===== src/include/lotrTile_config.svh =====
// ====================
// UART tile build constants; baud rate is fixed at build time
// register offsets are byte addresses, only bits 3:2 are decoded
// ====================
`ifndef LOTR_TILE_CONFIG_SVH
`define LOTR_TILE_CONFIG_SVH

// clocks per serial bit, kept small for short sims
`define UART_CLKS_PER_BIT 8

// register offsets inside the tile
`define REG_TXDATA 4'h0
`define REG_STATUS 4'h4
`define REG_RXDATA 4'h8

// received bytes are written here, core 01 offset 0
`define UART_RX_DEST_ADDR 32'h0100_0000

`endif


===== src/hdl/ringPkg.sv =====
// ====================
// ring fabric types shared by every tile
// requestor = {coreId[7:0], threadId[1:0]}
// ====================
`default_nettype none

package ringPkg;

    // requestor field width
    localparam int RequestorW = 10;

    // ring opcodes, NOP is never consumed
    typedef enum logic [1:0] {
        RD     = 2'b00,
        RD_RSP = 2'b01,
        WR     = 2'b10,
        NOP    = 2'b11
    } t_opcode;

endpackage

`default_nettype wire


===== src/hdl/uartPkg.sv =====
// ====================
// UART side types; regSel comes from address bits 3:2
// ====================
`default_nettype none

package uartPkg;

    typedef enum logic [1:0] {
        SEL_TXDATA = 2'd0,
        SEL_STATUS = 2'd1,
        SEL_RXDATA = 2'd2,
        SEL_NONE   = 2'd3   // unmapped offset
    } t_regSel;

    // 8N1 receiver states
    typedef enum logic [1:0] {IDLE, START, DATA, STOP} t_rxState;

endpackage

`default_nettype wire


===== src/hdl/ringController.sv =====
// ====================
// two stage pass-through per ring; hits on addr[31:24] are consumed
// one injection slot per ring; forwarded traffic always wins
// responses addressed here are dropped since the tile issues no reads
// ====================
`timescale 1ns/1ps
`default_nettype none
`include "lotrTile_config.svh"

module ringController
    import ringPkg::*;
    import uartPkg::*;
(
    input  logic                  QClk,
    input  logic                  rstN,
    input  logic [7:0]            CoreID,
    // ring inputs
    input  logic                  RingReqInValidQ500H,
    input  logic [RequestorW-1:0] RingReqInRequestorQ500H,
    input  t_opcode               RingReqInOpcodeQ500H,
    input  logic [31:0]           RingReqInAddressQ500H,
    input  logic [31:0]           RingReqInDataQ500H,
    input  logic                  RingRspInValidQ500H,
    input  logic [RequestorW-1:0] RingRspInRequestorQ500H,
    input  t_opcode               RingRspInOpcodeQ500H,
    input  logic [31:0]           RingRspInAddressQ500H,
    input  logic [31:0]           RingRspInDataQ500H,
    // ring outputs
    output logic                  RingReqOutValidQ502H,
    output logic [RequestorW-1:0] RingReqOutRequestorQ502H,
    output t_opcode               RingReqOutOpcodeQ502H,
    output logic [31:0]           RingReqOutAddressQ502H,
    output logic [31:0]           RingReqOutDataQ502H,
    output logic                  RingRspOutValidQ502H,
    output logic [RequestorW-1:0] RingRspOutRequestorQ502H,
    output t_opcode               RingRspOutOpcodeQ502H,
    output logic [31:0]           RingRspOutAddressQ502H,
    output logic [31:0]           RingRspOutDataQ502H,
    // F2C
    output logic                  f2cReqValid,
    output t_opcode               f2cReqOpcode,
    output logic [RequestorW-1:0] f2cReqRequestor,
    output t_regSel               f2cReqRegSel,
    output logic [31:0]           f2cReqData,
    input  logic                  f2cRspValid,
    input  logic [RequestorW-1:0] f2cRspRequestor,
    input  logic [31:0]           f2cRspData,
    // C2F
    input  logic                  c2fReqValid,
    input  logic [31:0]           c2fReqData,
    output logic                  rspStall
);

// ==================== pipeline state
logic                  reqS1Valid;
logic [RequestorW-1:0] reqS1Requestor;
t_opcode               reqS1Opcode;
logic [31:0]           reqS1Addr;
logic [31:0]           reqS1Data;
logic                  reqS2Valid;
logic [RequestorW-1:0] reqS2Requestor;
t_opcode               reqS2Opcode;
logic [31:0]           reqS2Addr;
logic [31:0]           reqS2Data;
logic                  rspS1Valid;
logic [31:0]           rspS1Addr;
logic [RequestorW-1:0] rspS1Requestor;
t_opcode               rspS1Opcode;
logic [31:0]           rspS1Data;
logic                  rspS2Valid;
logic [RequestorW-1:0] rspS2Requestor;
t_opcode               rspS2Opcode;
logic [31:0]           rspS2Addr;
logic [31:0]           rspS2Data;
// injection slots
logic                  reqSlotValid;
logic [31:0]           reqSlotData;
logic                  rspSlotValid;
logic [RequestorW-1:0] rspSlotRequestor;
logic [31:0]           rspSlotData;
logic                  reqS1Hit;
logic                  rspS1Hit;

assign reqS1Hit = reqS1Addr[31:24] == CoreID;
assign rspS1Hit = rspS1Addr[31:24] == CoreID;

always_ff @(posedge QClk or negedge rstN) begin
    if (!rstN) begin
        reqS1Valid   <= 1'b0;
        reqS2Valid   <= 1'b0;
        rspS1Valid   <= 1'b0;
        rspS2Valid   <= 1'b0;
        reqSlotValid <= 1'b0;
        rspSlotValid <= 1'b0;
    end else begin
        reqS1Valid <= RingReqInValidQ500H;
        reqS2Valid <= reqS1Valid && !reqS1Hit;   // hits leave here
        rspS1Valid <= RingRspInValidQ500H;
        rspS2Valid <= rspS1Valid && !rspS1Hit;
        // slot drains in any cycle stage 2 is empty
        if (c2fReqValid)     reqSlotValid <= 1'b1;
        else if (!reqS2Valid) reqSlotValid <= 1'b0;
        if (f2cRspValid)     rspSlotValid <= 1'b1;
        else if (!rspS2Valid) rspSlotValid <= 1'b0;
    end
end

// payload registers
always_ff @(posedge QClk) begin
    reqS1Requestor <= RingReqInRequestorQ500H;
    reqS1Opcode    <= RingReqInOpcodeQ500H;
    reqS1Addr      <= RingReqInAddressQ500H;
    reqS1Data      <= RingReqInDataQ500H;
    reqS2Requestor <= reqS1Requestor;
    reqS2Opcode    <= reqS1Opcode;
    reqS2Addr      <= reqS1Addr;
    reqS2Data      <= reqS1Data;
    rspS1Requestor <= RingRspInRequestorQ500H;
    rspS1Opcode    <= RingRspInOpcodeQ500H;
    rspS1Addr      <= RingRspInAddressQ500H;
    rspS1Data      <= RingRspInDataQ500H;
    rspS2Requestor <= rspS1Requestor;
    rspS2Opcode    <= rspS1Opcode;
    rspS2Addr      <= rspS1Addr;
    rspS2Data      <= rspS1Data;
    if (c2fReqValid) reqSlotData <= c2fReqData;
    if (f2cRspValid) begin
        rspSlotRequestor <= f2cRspRequestor;
        rspSlotData      <= f2cRspData;
    end
end

// ==================== consume side
assign f2cReqValid     = reqS1Valid && reqS1Hit;
assign f2cReqOpcode    = reqS1Opcode;
assign f2cReqRequestor = reqS1Requestor;
assign f2cReqData      = reqS1Data;
assign rspStall        = reqSlotValid || rspSlotValid;  // any slot still waiting

always_comb begin
    unique case ({reqS1Addr[3:2], 2'b00})
        `REG_TXDATA: f2cReqRegSel = SEL_TXDATA;
        `REG_STATUS: f2cReqRegSel = SEL_STATUS;
        `REG_RXDATA: f2cReqRegSel = SEL_RXDATA;
        default:     f2cReqRegSel = SEL_NONE;
    endcase
end

// ==================== output muxes
always_comb begin
    RingReqOutValidQ502H = reqS2Valid || reqSlotValid;
    if (reqS2Valid) begin
        RingReqOutRequestorQ502H = reqS2Requestor;
        RingReqOutOpcodeQ502H    = reqS2Opcode;
        RingReqOutAddressQ502H   = reqS2Addr;
        RingReqOutDataQ502H      = reqS2Data;
    end else begin
        RingReqOutRequestorQ502H = {CoreID, 2'b00};     // thread 0
        RingReqOutOpcodeQ502H    = WR;
        RingReqOutAddressQ502H   = `UART_RX_DEST_ADDR;
        RingReqOutDataQ502H      = reqSlotData;
    end
    RingRspOutValidQ502H = rspS2Valid || rspSlotValid;
    if (rspS2Valid) begin
        RingRspOutRequestorQ502H = rspS2Requestor;
        RingRspOutOpcodeQ502H    = rspS2Opcode;
        RingRspOutAddressQ502H   = rspS2Addr;
        RingRspOutDataQ502H      = rspS2Data;
    end else begin
        RingRspOutRequestorQ502H = rspSlotRequestor;
        RingRspOutOpcodeQ502H    = RD_RSP;
        // route back to the requesting core
        RingRspOutAddressQ502H   = {rspSlotRequestor[RequestorW-1:2], 24'h0};
        RingRspOutDataQ502H      = rspSlotData;
    end
end

// register block must honour the stall or an injected item is lost
assert property (@(posedge QClk) disable iff (!rstN)
    (c2fReqValid |-> !reqSlotValid) and (f2cRspValid |-> !rspSlotValid));

endmodule

`default_nettype wire


===== src/hdl/uartRegs.sv =====
// ====================
// TXDATA / STATUS / RXDATA register block
// one pending response and one pending rx byte, both held on rspStall
// a byte arriving while the ring cannot take it sets overrun
// ====================
`timescale 1ns/1ps
`default_nettype none

module uartRegs
    import ringPkg::*;
    import uartPkg::*;
(
    input  logic                  QClk,
    input  logic                  rstN,
    input  logic                  f2cReqValid,
    input  t_opcode               f2cReqOpcode,
    input  logic [RequestorW-1:0] f2cReqRequestor,
    input  t_regSel               f2cReqRegSel,
    input  logic [31:0]           f2cReqData,
    output logic                  f2cRspValid,
    output logic [RequestorW-1:0] f2cRspRequestor,
    output logic [31:0]           f2cRspData,
    output logic                  c2fReqValid,
    output logic [31:0]           c2fReqData,
    input  logic                  rspStall,
    output logic                  txStart,
    output logic [7:0]            txByte,
    input  logic                  txBusy,
    input  logic                  rxValid,
    input  logic [7:0]            rxByte
);

logic       rspPend;
logic       rxPend;
logic       rxFull;
logic       overrun;
logic [7:0] rxHold;
logic [31:0] readData;
logic       isRead;
logic       txWrite;
logic       rxAccept;

assign isRead   = f2cReqValid && f2cReqOpcode == RD;
assign txWrite  = f2cReqValid && f2cReqOpcode == WR && f2cReqRegSel == SEL_TXDATA;
assign rxAccept = rxValid && !rxPend && !rspStall;

always_comb begin
    unique case (f2cReqRegSel)
        SEL_STATUS: readData = {29'd0, overrun, rxFull, txBusy};
        SEL_RXDATA: readData = {24'd0, rxHold};
        default:    readData = '0;   // TXDATA reads back zero
    endcase
end

assign f2cRspValid = rspPend && !rspStall;
assign c2fReqValid = rxPend && !rspStall;
assign c2fReqData  = {24'd0, rxHold};

always_ff @(posedge QClk or negedge rstN) begin
    if (!rstN) begin
        rspPend <= 1'b0;
        rxPend  <= 1'b0;
        rxFull  <= 1'b0;
        overrun <= 1'b0;
        txStart <= 1'b0;
    end else begin
        txStart <= txWrite;          // tx ignores it while busy
        if (f2cRspValid) rspPend <= 1'b0;
        if (isRead)      rspPend <= 1'b1;    // newest read wins
        if (c2fReqValid) rxPend <= 1'b0;
        if (isRead && f2cReqRegSel == SEL_RXDATA) begin
            rxFull  <= 1'b0;
            overrun <= 1'b0;
        end
        // set after clear so a new byte survives a same cycle read
        if (rxAccept) begin
            rxPend <= 1'b1;
            rxFull <= 1'b1;
        end else if (rxValid) begin
            overrun <= 1'b1;         // byte dropped
        end
    end
end

always_ff @(posedge QClk) begin
    if (txWrite)  txByte <= f2cReqData[7:0];
    if (rxAccept) rxHold <= rxByte;
    if (isRead) begin
        f2cRspRequestor <= f2cReqRequestor;
        f2cRspData      <= readData;
    end
end

// responses never come back through the request path
assert property (@(posedge QClk) disable iff (!rstN)
    f2cReqValid |-> f2cReqOpcode != RD_RSP);

endmodule

`default_nettype wire


===== src/hdl/uartRx.sv =====
// ====================
// 8N1 receiver, two flop synchronizer, samples at mid bit
// glitch shorter than half a bit is rejected; low stop bit drops the byte
// rxByte is only meaningful while rxValid is high
// ====================
`timescale 1ns/1ps
`default_nettype none
`include "lotrTile_config.svh"

module uartRx
    import uartPkg::*;
(
    input  logic       QClk,
    input  logic       rstN,
    input  logic       uartRxd,
    output logic       rxValid,
    output logic [7:0] rxByte
);

localparam int ClksPerBit = `UART_CLKS_PER_BIT;
localparam int CntW = $clog2(ClksPerBit);

logic            rxMeta;
logic            rxSync;
t_rxState        state;
logic [CntW-1:0] baudCnt;
logic [2:0]      bitCnt;
logic [7:0]      shiftReg;
logic            halfDone;
logic            fullDone;

assign halfDone = baudCnt == CntW'(ClksPerBit / 2 - 1);
assign fullDone = baudCnt == CntW'(ClksPerBit - 1);
assign rxByte   = shiftReg;

always_ff @(posedge QClk or negedge rstN) begin
    if (!rstN) begin
        rxMeta <= 1'b1;
        rxSync <= 1'b1;
    end else begin
        rxMeta <= uartRxd;
        rxSync <= rxMeta;
    end
end

always_ff @(posedge QClk or negedge rstN) begin
    if (!rstN) begin
        state   <= IDLE;
        baudCnt <= '0;
        bitCnt  <= '0;
        rxValid <= 1'b0;
    end else begin
        rxValid <= 1'b0;
        baudCnt <= baudCnt + 1'b1;
        unique case (state)
            IDLE: begin
                baudCnt <= '0;
                if (!rxSync) state <= START;
            end
            START: if (halfDone) begin   // now aligned to mid bit
                baudCnt <= '0;
                bitCnt  <= '0;
                state   <= rxSync ? IDLE : DATA;
            end
            DATA: if (fullDone) begin
                baudCnt <= '0;
                bitCnt  <= bitCnt + 1'b1;
                if (bitCnt == 3'd7) state <= STOP;
            end
            STOP: if (fullDone) begin
                state   <= IDLE;
                rxValid <= rxSync;       // framing error drops it
            end
        endcase
    end
end

always_ff @(posedge QClk) begin
    if (state == DATA && fullDone) shiftReg <= {rxSync, shiftReg[7:1]};
end

assert property (@(posedge QClk) disable iff (!rstN)
    rxValid |-> $past(state) == STOP);

endmodule

`default_nettype wire


===== src/hdl/uartTile.sv =====
// ====================
// UART ring tile, CoreID must be stable out of reset
// ring in to out latency is 2 cycles for traffic not addressed here
// ====================
`timescale 1ns/1ps
`default_nettype none

module uartTile
    import ringPkg::*;
    import uartPkg::*;
(
    input  logic                  QClk,
    input  logic                  rstN,
    input  logic [7:0]            CoreID,
    input  logic                  RingReqInValidQ500H,
    input  logic [RequestorW-1:0] RingReqInRequestorQ500H,
    input  t_opcode               RingReqInOpcodeQ500H,
    input  logic [31:0]           RingReqInAddressQ500H,
    input  logic [31:0]           RingReqInDataQ500H,
    input  logic                  RingRspInValidQ500H,
    input  logic [RequestorW-1:0] RingRspInRequestorQ500H,
    input  t_opcode               RingRspInOpcodeQ500H,
    input  logic [31:0]           RingRspInAddressQ500H,
    input  logic [31:0]           RingRspInDataQ500H,
    output logic                  RingReqOutValidQ502H,
    output logic [RequestorW-1:0] RingReqOutRequestorQ502H,
    output t_opcode               RingReqOutOpcodeQ502H,
    output logic [31:0]           RingReqOutAddressQ502H,
    output logic [31:0]           RingReqOutDataQ502H,
    output logic                  RingRspOutValidQ502H,
    output logic [RequestorW-1:0] RingRspOutRequestorQ502H,
    output t_opcode               RingRspOutOpcodeQ502H,
    output logic [31:0]           RingRspOutAddressQ502H,
    output logic [31:0]           RingRspOutDataQ502H,
    input  logic                  uartRxd,
    output logic                  uartTxd
);

// ==================== F2C / C2F
logic                  f2cReqValid;
t_opcode               f2cReqOpcode;
logic [RequestorW-1:0] f2cReqRequestor;
t_regSel               f2cReqRegSel;
logic [31:0]           f2cReqData;
logic                  f2cRspValid;
logic [RequestorW-1:0] f2cRspRequestor;
logic [31:0]           f2cRspData;
logic                  c2fReqValid;
logic [31:0]           c2fReqData;
logic                  rspStall;
// serial side
logic                  txStart;
logic [7:0]            txByte;
logic                  txBusy;
logic                  rxValid;
logic [7:0]            rxByte;

// all names line up with the port names below
ringController rc0 (.*);
uartRegs       regs0 (.*);
uartTx         tx0 (.*);
uartRx         rx0 (.*);

endmodule

`default_nettype wire


===== src/hdl/uartTx.sv =====
// ====================
// 8N1 transmitter, fixed baud from the config header
// start bit begins the cycle after txStart; txStart while busy is dropped
// ====================
`timescale 1ns/1ps
`default_nettype none
`include "lotrTile_config.svh"

module uartTx (
    input  logic       QClk,
    input  logic       rstN,
    input  logic       txStart,
    input  logic [7:0] txByte,
    output logic       txBusy,
    output logic       uartTxd
);

localparam int ClksPerBit = `UART_CLKS_PER_BIT;
localparam int CntW = $clog2(ClksPerBit);

logic [CntW-1:0] baudCnt;
logic [3:0]      bitCnt;     // 0 = start, 9 = stop
logic [8:0]      shiftReg;   // {stop, data}
logic            bitDone;
logic            launch;

assign bitDone = baudCnt == CntW'(ClksPerBit - 1);
assign launch  = txStart && !txBusy;

always_ff @(posedge QClk or negedge rstN) begin
    if (!rstN) begin
        txBusy  <= 1'b0;
        uartTxd <= 1'b1;     // line idles high
        baudCnt <= '0;
        bitCnt  <= '0;
    end else if (launch) begin
        txBusy  <= 1'b1;
        uartTxd <= 1'b0;     // start bit
        baudCnt <= '0;
        bitCnt  <= '0;
    end else if (txBusy) begin
        baudCnt <= bitDone ? '0 : baudCnt + 1'b1;
        if (bitDone && bitCnt == 4'd9) begin
            txBusy  <= 1'b0;
            uartTxd <= 1'b1;
        end else if (bitDone) begin
            uartTxd <= shiftReg[0];   // LSB first
            bitCnt  <= bitCnt + 1'b1;
        end
    end
end

always_ff @(posedge QClk) begin
    if (launch)               shiftReg <= {1'b1, txByte};
    else if (txBusy && bitDone) shiftReg <= {1'b1, shiftReg[8:1]};
end

endmodule

`default_nettype wire


===== config.mk =====
export PLATFORM = sky130hd
export DESIGN_NAME = uartTile
export DESIGN_NICKNAME = d
export VERILOG_FILES = /design/src/hdl/ringPkg.sv /design/src/hdl/uartPkg.sv /design/src/hdl/ringController.sv /design/src/hdl/uartRegs.sv /design/src/hdl/uartRx.sv /design/src/hdl/uartTile.sv /design/src/hdl/uartTx.sv
export VERILOG_INCLUDE_DIRS = /design/src /design/src/include
export SDC_FILE = /design/constraint.sdc
export NUM_CORES = 1
export LEC_CHECK = 0
export BUFFER_PORTS_ARGS = -buffer_cell sky130_fd_sc_hd__buf_2
export CORE_AREA = 2 2 155 157
export DETAILED_ROUTE_END_ITERATION = 6
export DIE_AREA = 0 0 157 159
export GPL_ROUTABILITY_DRIVEN = 0
export HOLD_SLACK_MARGIN = 0.03
export PLACE_DENSITY = 0.76
export SLEW_MARGIN = 20
export SYNTH_ARGS = -nofsm -noshare
export SYNTH_HDL_FRONTEND = slang
export SYNTH_SLANG_ARGS = --single-unit

===== constraint.sdc =====
create_clock -name QClk -period 5.8 [get_ports QClk]
set_input_delay 0.29 -clock QClk [delete_from_list [all_inputs] [get_ports QClk]]
set_output_delay 0.29 -clock QClk [all_outputs]
set_load 0.005 [all_outputs]

==> Word level (Yosys, flattened, before mapping) <==
Cells that the tools add are included.
{ "op_classes": {"muxes": 54, "n_eq_ne": 23, "add_sub_neg": 4, "n_reduce_logical": 39} }
{ "op_table": {"columns": ["operator", "count"], "rows": [
  ["$mux 32", 4],
  ["$mux 1", 22],
  ["$mux 3", 7],
  ["$mux 10", 2],
  ["$eq 8x8->1", 2],
  ["$mux 2", 8],
  ["$mux 4", 4],
  ["$mux 8", 2],
  ["$pmux 8 s2", 1],
  ["$logic_and 1x1->1", 15],
  ["$reduce_bool 2->1", 7],
  ["$eq 2x2->1 const B", 5],
  ["$ne 2x1->1 const B", 5],
  ["$add 3x1->3 const B", 3],
  ["$eq 3x3->1 const B", 3],
  ["$pmux 3 s3", 1],
  ["$logic_not 2->1", 4],
  ["$pmux 2 s4", 1],
  ["$eq 2x1->1 const B", 3],
  ["$ne 2x2->1 const B", 3],
  ["$pmux 2 s3", 1],
  ["$pmux 3 s2", 1],
  ["$reduce_and 3->1", 2],
  ["$logic_not 1->1", 5],
  ["7 further kinds", 9]
]} }
{ "word_totals": {"output_inout_bits": 155, "inputBits": 165, "regBits": 459} }

==> Logic depth before layout (Yosys ltp) <==
{ "logic_depth": {"word_depth": 7, "depth_mapped": 6} }

==> Modules after synthesis <==
A second synthesis with hierarchy kept.
{ "hier_totals": {"cells_unflattened": 866, "area_unflattened_um2": 13545.5} }
{ "modules_own_cells": {"columns": ["module", "instances", "area_each_um2", "cells_each", "seq_area_each_um2"], "rows": [
  ["ringController", 1, 10187.3, 609, 8458.1],
  ["uartRegs", 1, 1742.9, 117, 1146.1],
  ["uartRx", 1, 812.0, 62, 518.0],
  ["uartTx", 1, 803.3, 78, 466.7]
]} }

==> Least setup slack after synthesis <==
No wires, ideal clock.
{ "synth_path": {"path_type": "input port to flip-flop", "startpoint": "input port CoreID[7]", "endpoint": "register regs0.f2cRspData[0], enable pin", "path_slack_ps": 3137, "setup_ps": 416, "n_path_buf": 0, "cell_stages": 4, "arrival_time_ps": 2248, "path_cell_list": "xor2_1 > nor4_1 > nand2_1 > nor3_1"} }
{ "synth_between": {"elab_chain_cells": 3} }
{ "synth_lines": {"columns": ["element", "line", "text"], "rows": [
  ["start: declaration", "uartTile.sv:14", "input logic [7:0] CoreID,"],
  ["$eq 8x8->1", "ringController.sv:84", "assign reqS1Hit = reqS1Addr[31:24] == CoreID;"],
  ["$logic_and 1x1->1", "ringController.sv:134", "assign f2cReqValid = reqS1Valid && reqS1Hit;"],
  ["$logic_and 1x1->1", "uartRegs.sv:43", "assign isRead = f2cReqValid && f2cReqOpcode == RD;"],
  ["named net regs0.isRead", "uartRegs.sv:39", "logic isRead;"],
  ["end signal: assignment", "uartRegs.sv:90", "f2cRspData <= readData;"],
  ["end: declaration", "uartRegs.sv:22", "output logic [31:0] f2cRspData,"]
]} }
The timed path passes the listed nets, and every way through them passes these cells.
A chain may end at the register's enable or synchronous reset.

==> Final worst setup path <==
{ "layout_path": {"startpoint": "register rc0.reqS2Valid", "endpoint": "output port RingReqOutDataQ502H[6]"} }
{ "layout_between": {"elab_chain_cells": 1} }
{ "layout_lines": {"columns": ["element", "line", "text"], "rows": [
  ["start: declaration", "ringController.sv:60", "logic reqS2Valid;"],
  ["start signal: assignment", "ringController.sv:97", "reqS2Valid <= reqS1Valid && !reqS1Hit;"],
  ["$mux 32", "ringController.sv:152", "if (reqS2Valid) begin"],
  ["end: declaration", "uartTile.sv:29", "output logic [31:0] RingReqOutDataQ502H,"]
]} }
No other way between the ends.

==> metrics <==
final worst slack 3.31 ns; Rows 56; Initial Utilization 49.3%; Total Routed Length 25.2 mm; first element of the critical path rc0.reqS2Valid$_DFF_PN0_; Worst path max stage delay 0.63 ns; Final Hold Viols 0; largest cells by area after synthesis dfxtp_1 53%, edfxtp_1 20%, and2_1 6.3%, dfrtp_1 6.1%, mux2_2 3.3%; Die Height 159 um; Final min period 2.49 ns; final setup violation count 0; vias in the first global route 7699; Max clock buf depth 3; routed len/inst 15.7 um; CP bufs+invs 2; CTS tree built; worst min path class in -> reg; Detail Route Antenna Nets 0; # IOs 320; H-tree depth 2; Tcrit/Tclk final 42.9%; clk slew on worst S/H paths 0.06 ns; Cell Pwr Density 367 mW/mm^2; worst skew pair latency 0.51 ns; worst-margin pin slew 0.812 ns; Critical Path RT 5.51 ns; TritonCTS Buffers 40; Reg2Reg Setup Slack 3.88 ns; via count 7102; dpl ws 3.81 ns; Via density 4.42; Core Box Area 0.0232 mm^2; layout cell share with drive strength beyond 1 33.3%; cts hold-fix bufs 156; Post-synth ARST share 7.54%; #FFs+latches synth 411; initial antenna violation count 1; Post-CTS Setup Bufs 0; die width 157 um; sequential element share of the synthesized area 80.0%; EDFF count, synth 76; DRC 0; commonest cells in the netlist 304 x dfxtp_1, 115 x and2_1, 76 x edfxtp_1; r2r endpoint regs0.f2cRspData[7]$_DFFE_PP_; CP endpoint RingReqOutDataQ502H[6]; synth unique cells 38; Final #Nets 1439; Crit. End Element primary output; Slew Limit Fails 0; Root Buffer clkbuf_16; Lkg Pwr 0.00733 uW; synthesis warning total 0; largest net degree at the start of global routing 87; Largest delay share family, worst path flip-flops; worst vdd ir 0.259 mV; post-cts resize count 0; Synth area leader dfxtp_1; CP cell instances buf_4, mux2_2, buf_2; first-pass GRT wire length 39.3 mm; Final TNS setup 0 ns; count leader, synth dfxtp_1; Crit-path slowest cell dfrtp_2; Fmax achieved 402 MHz; grt ovf 0; GRT Util Overall 20.1%; Cells after Synth 754; kind of start point of the critical path flip-flop; post-synth top area share 53.2%; WS Path Type reg -> out; reg-to-reg startpoint rc0.reqS1Addr[27]$_DFF_P_; Layout area overhead 41.8%; syn_nets 937; DIE AREA 0.0250 mm^2; First DRT Iteration DRCs 290; synthesized cell area 0.0114 mm^2; Synth Flop Type dfxtp_1; Slew HR 45.9%; RSZ-0062 raised after global routing false; Sink Count 411; worst hold path startpoint CoreID[1]; Crit path arrival time 2.20 ns; mean post-synth cell area 15.2 um^2; status finished clean; total of max-cap violations 0; Clock Skews 0.0191 ns; Worst R2R Path Depth 5; worst-path fanout max 54; PortBufs 319; DP HPWL 15.8 mm; Levels on crit path 3; DRT Pass-1 Iters 4
layout make-up:
| class | count | area (um^2) |
|---|---|---|
| tap | 319 | 399 |
| multi-input combinational | 312 | 2170 |
| sequential | 411 | 9150 |
| antenna | 1 | 2.50 |
| clock buffer | 60 | 1180 |
| timing repair buffer | 479 | 3190 |
| fill | 1539 | 6990 |
| inverter | 12 | 45.0 |
| clock inverter | 12 | 71.3 |
metrics by stage:
stage	hold WS (ns)	power [uW]	area (um^2)	cells	utilization (%)
after floorplan	-0.00559	3310	11400	754	-
after global placement	0.310	3470	13400	1377	57.7
after detailed placement	0.312	3480	13400	1377	57.7
after CTS	0.280	5990	16200	1605	69.9
after global routing	0.323	6180	16200	1606	69.9
final	0.289	5940	16200	1606	69.9
layout by cell type (no fill, tap or decap), drive strengths merged, types with 2 or more instances in the layout:
cell type / n
buf: 323
o211ai: 2
nand2: 49
nor2b: 5
nor3: 2
nand3: 3
clkinv: 7
dlygate4sd3: 156
xor2: 19
a21oi: 2
or2: 2
dfstp: 3
o21ai: 9
dfxtp: 304
clkbuf: 60
nor2: 8
o31ai: 2
edfxtp: 76
mux2: 34
nor4: 4
nand2b: 16
dfrtp: 28
inv: 17
nand3b: 2
a21o: 3
a22oi: 4
ha: 18
and2: 116
a22o: 3
power breakdown:
part	total, uW	switching [uW]	internal (uW)
Clock	2430	1010	1420
Sequential	3100	56.9	3040
Combinational	418	180	238
Total	5940	1250	4690
logic make-up after synthesis:
group | count (synthesis) | synth area share, %
flops | 411 | 80.0
simple gates | 210 | 10.2
mux | 34 | 3.35
compound gates | 31 | 1.92
buf+inv | 31 | 1.06
xor+xnor | 19 | 1.46
fa+ha+maj | 18 | 1.97
worst min-delay path, cell delays in order:
cell,delay (ns)
buf_2,0.11
xor2_1,0.07
nor4_1,0.16
a21boi_0,0.12
sequential cells by signal, summed over array words and instances, names as in the netlist, 32 cells and up, named ones only:
signal          count
rc0.rspS1Data      32
rc0.f2cReqData     32
rc0.reqS2Addr      32
rc0.reqS1Addr      32
rc0.rspS1Addr      32
rc0.reqS2Data      32
rc0.rspS2Data      32
rc0.rspS2Addr      32
routing by layer:
layer	vias up	global-route usage, %	wire length (um)
met5	-	0	0
met4	0	8.42	889
met3	63	4.84	1550
met2	252	35.7	12800
met1	3299	23.1	10000
li1	3488	-	-
how the worst min path moves through the flow:
| stage | slack, ns | cells after the start | endpoint |
|---|---|---|---|
| global placement | 0.31 | 0 | rc0.rspS2Data[28]$_DFF_P_ |
| floorplan | -0.006 | 0 | asynchronous set/reset pin |
| finish | 0.29 | 4 | rc0.rspS2Valid$_DFF_PN0_ |
| global route | 0.32 | 0 | rc0.rspS2Data[7]$_DFF_P_ |
| detailed placement | 0.31 | 0 | rc0.reqS2Addr[10]$_DFF_P_ |
| CTS | 0.28 | 4 | rc0.rspS2Valid$_DFF_PN0_ |
No activity file was read; power rests on OpenSTA's default activity.
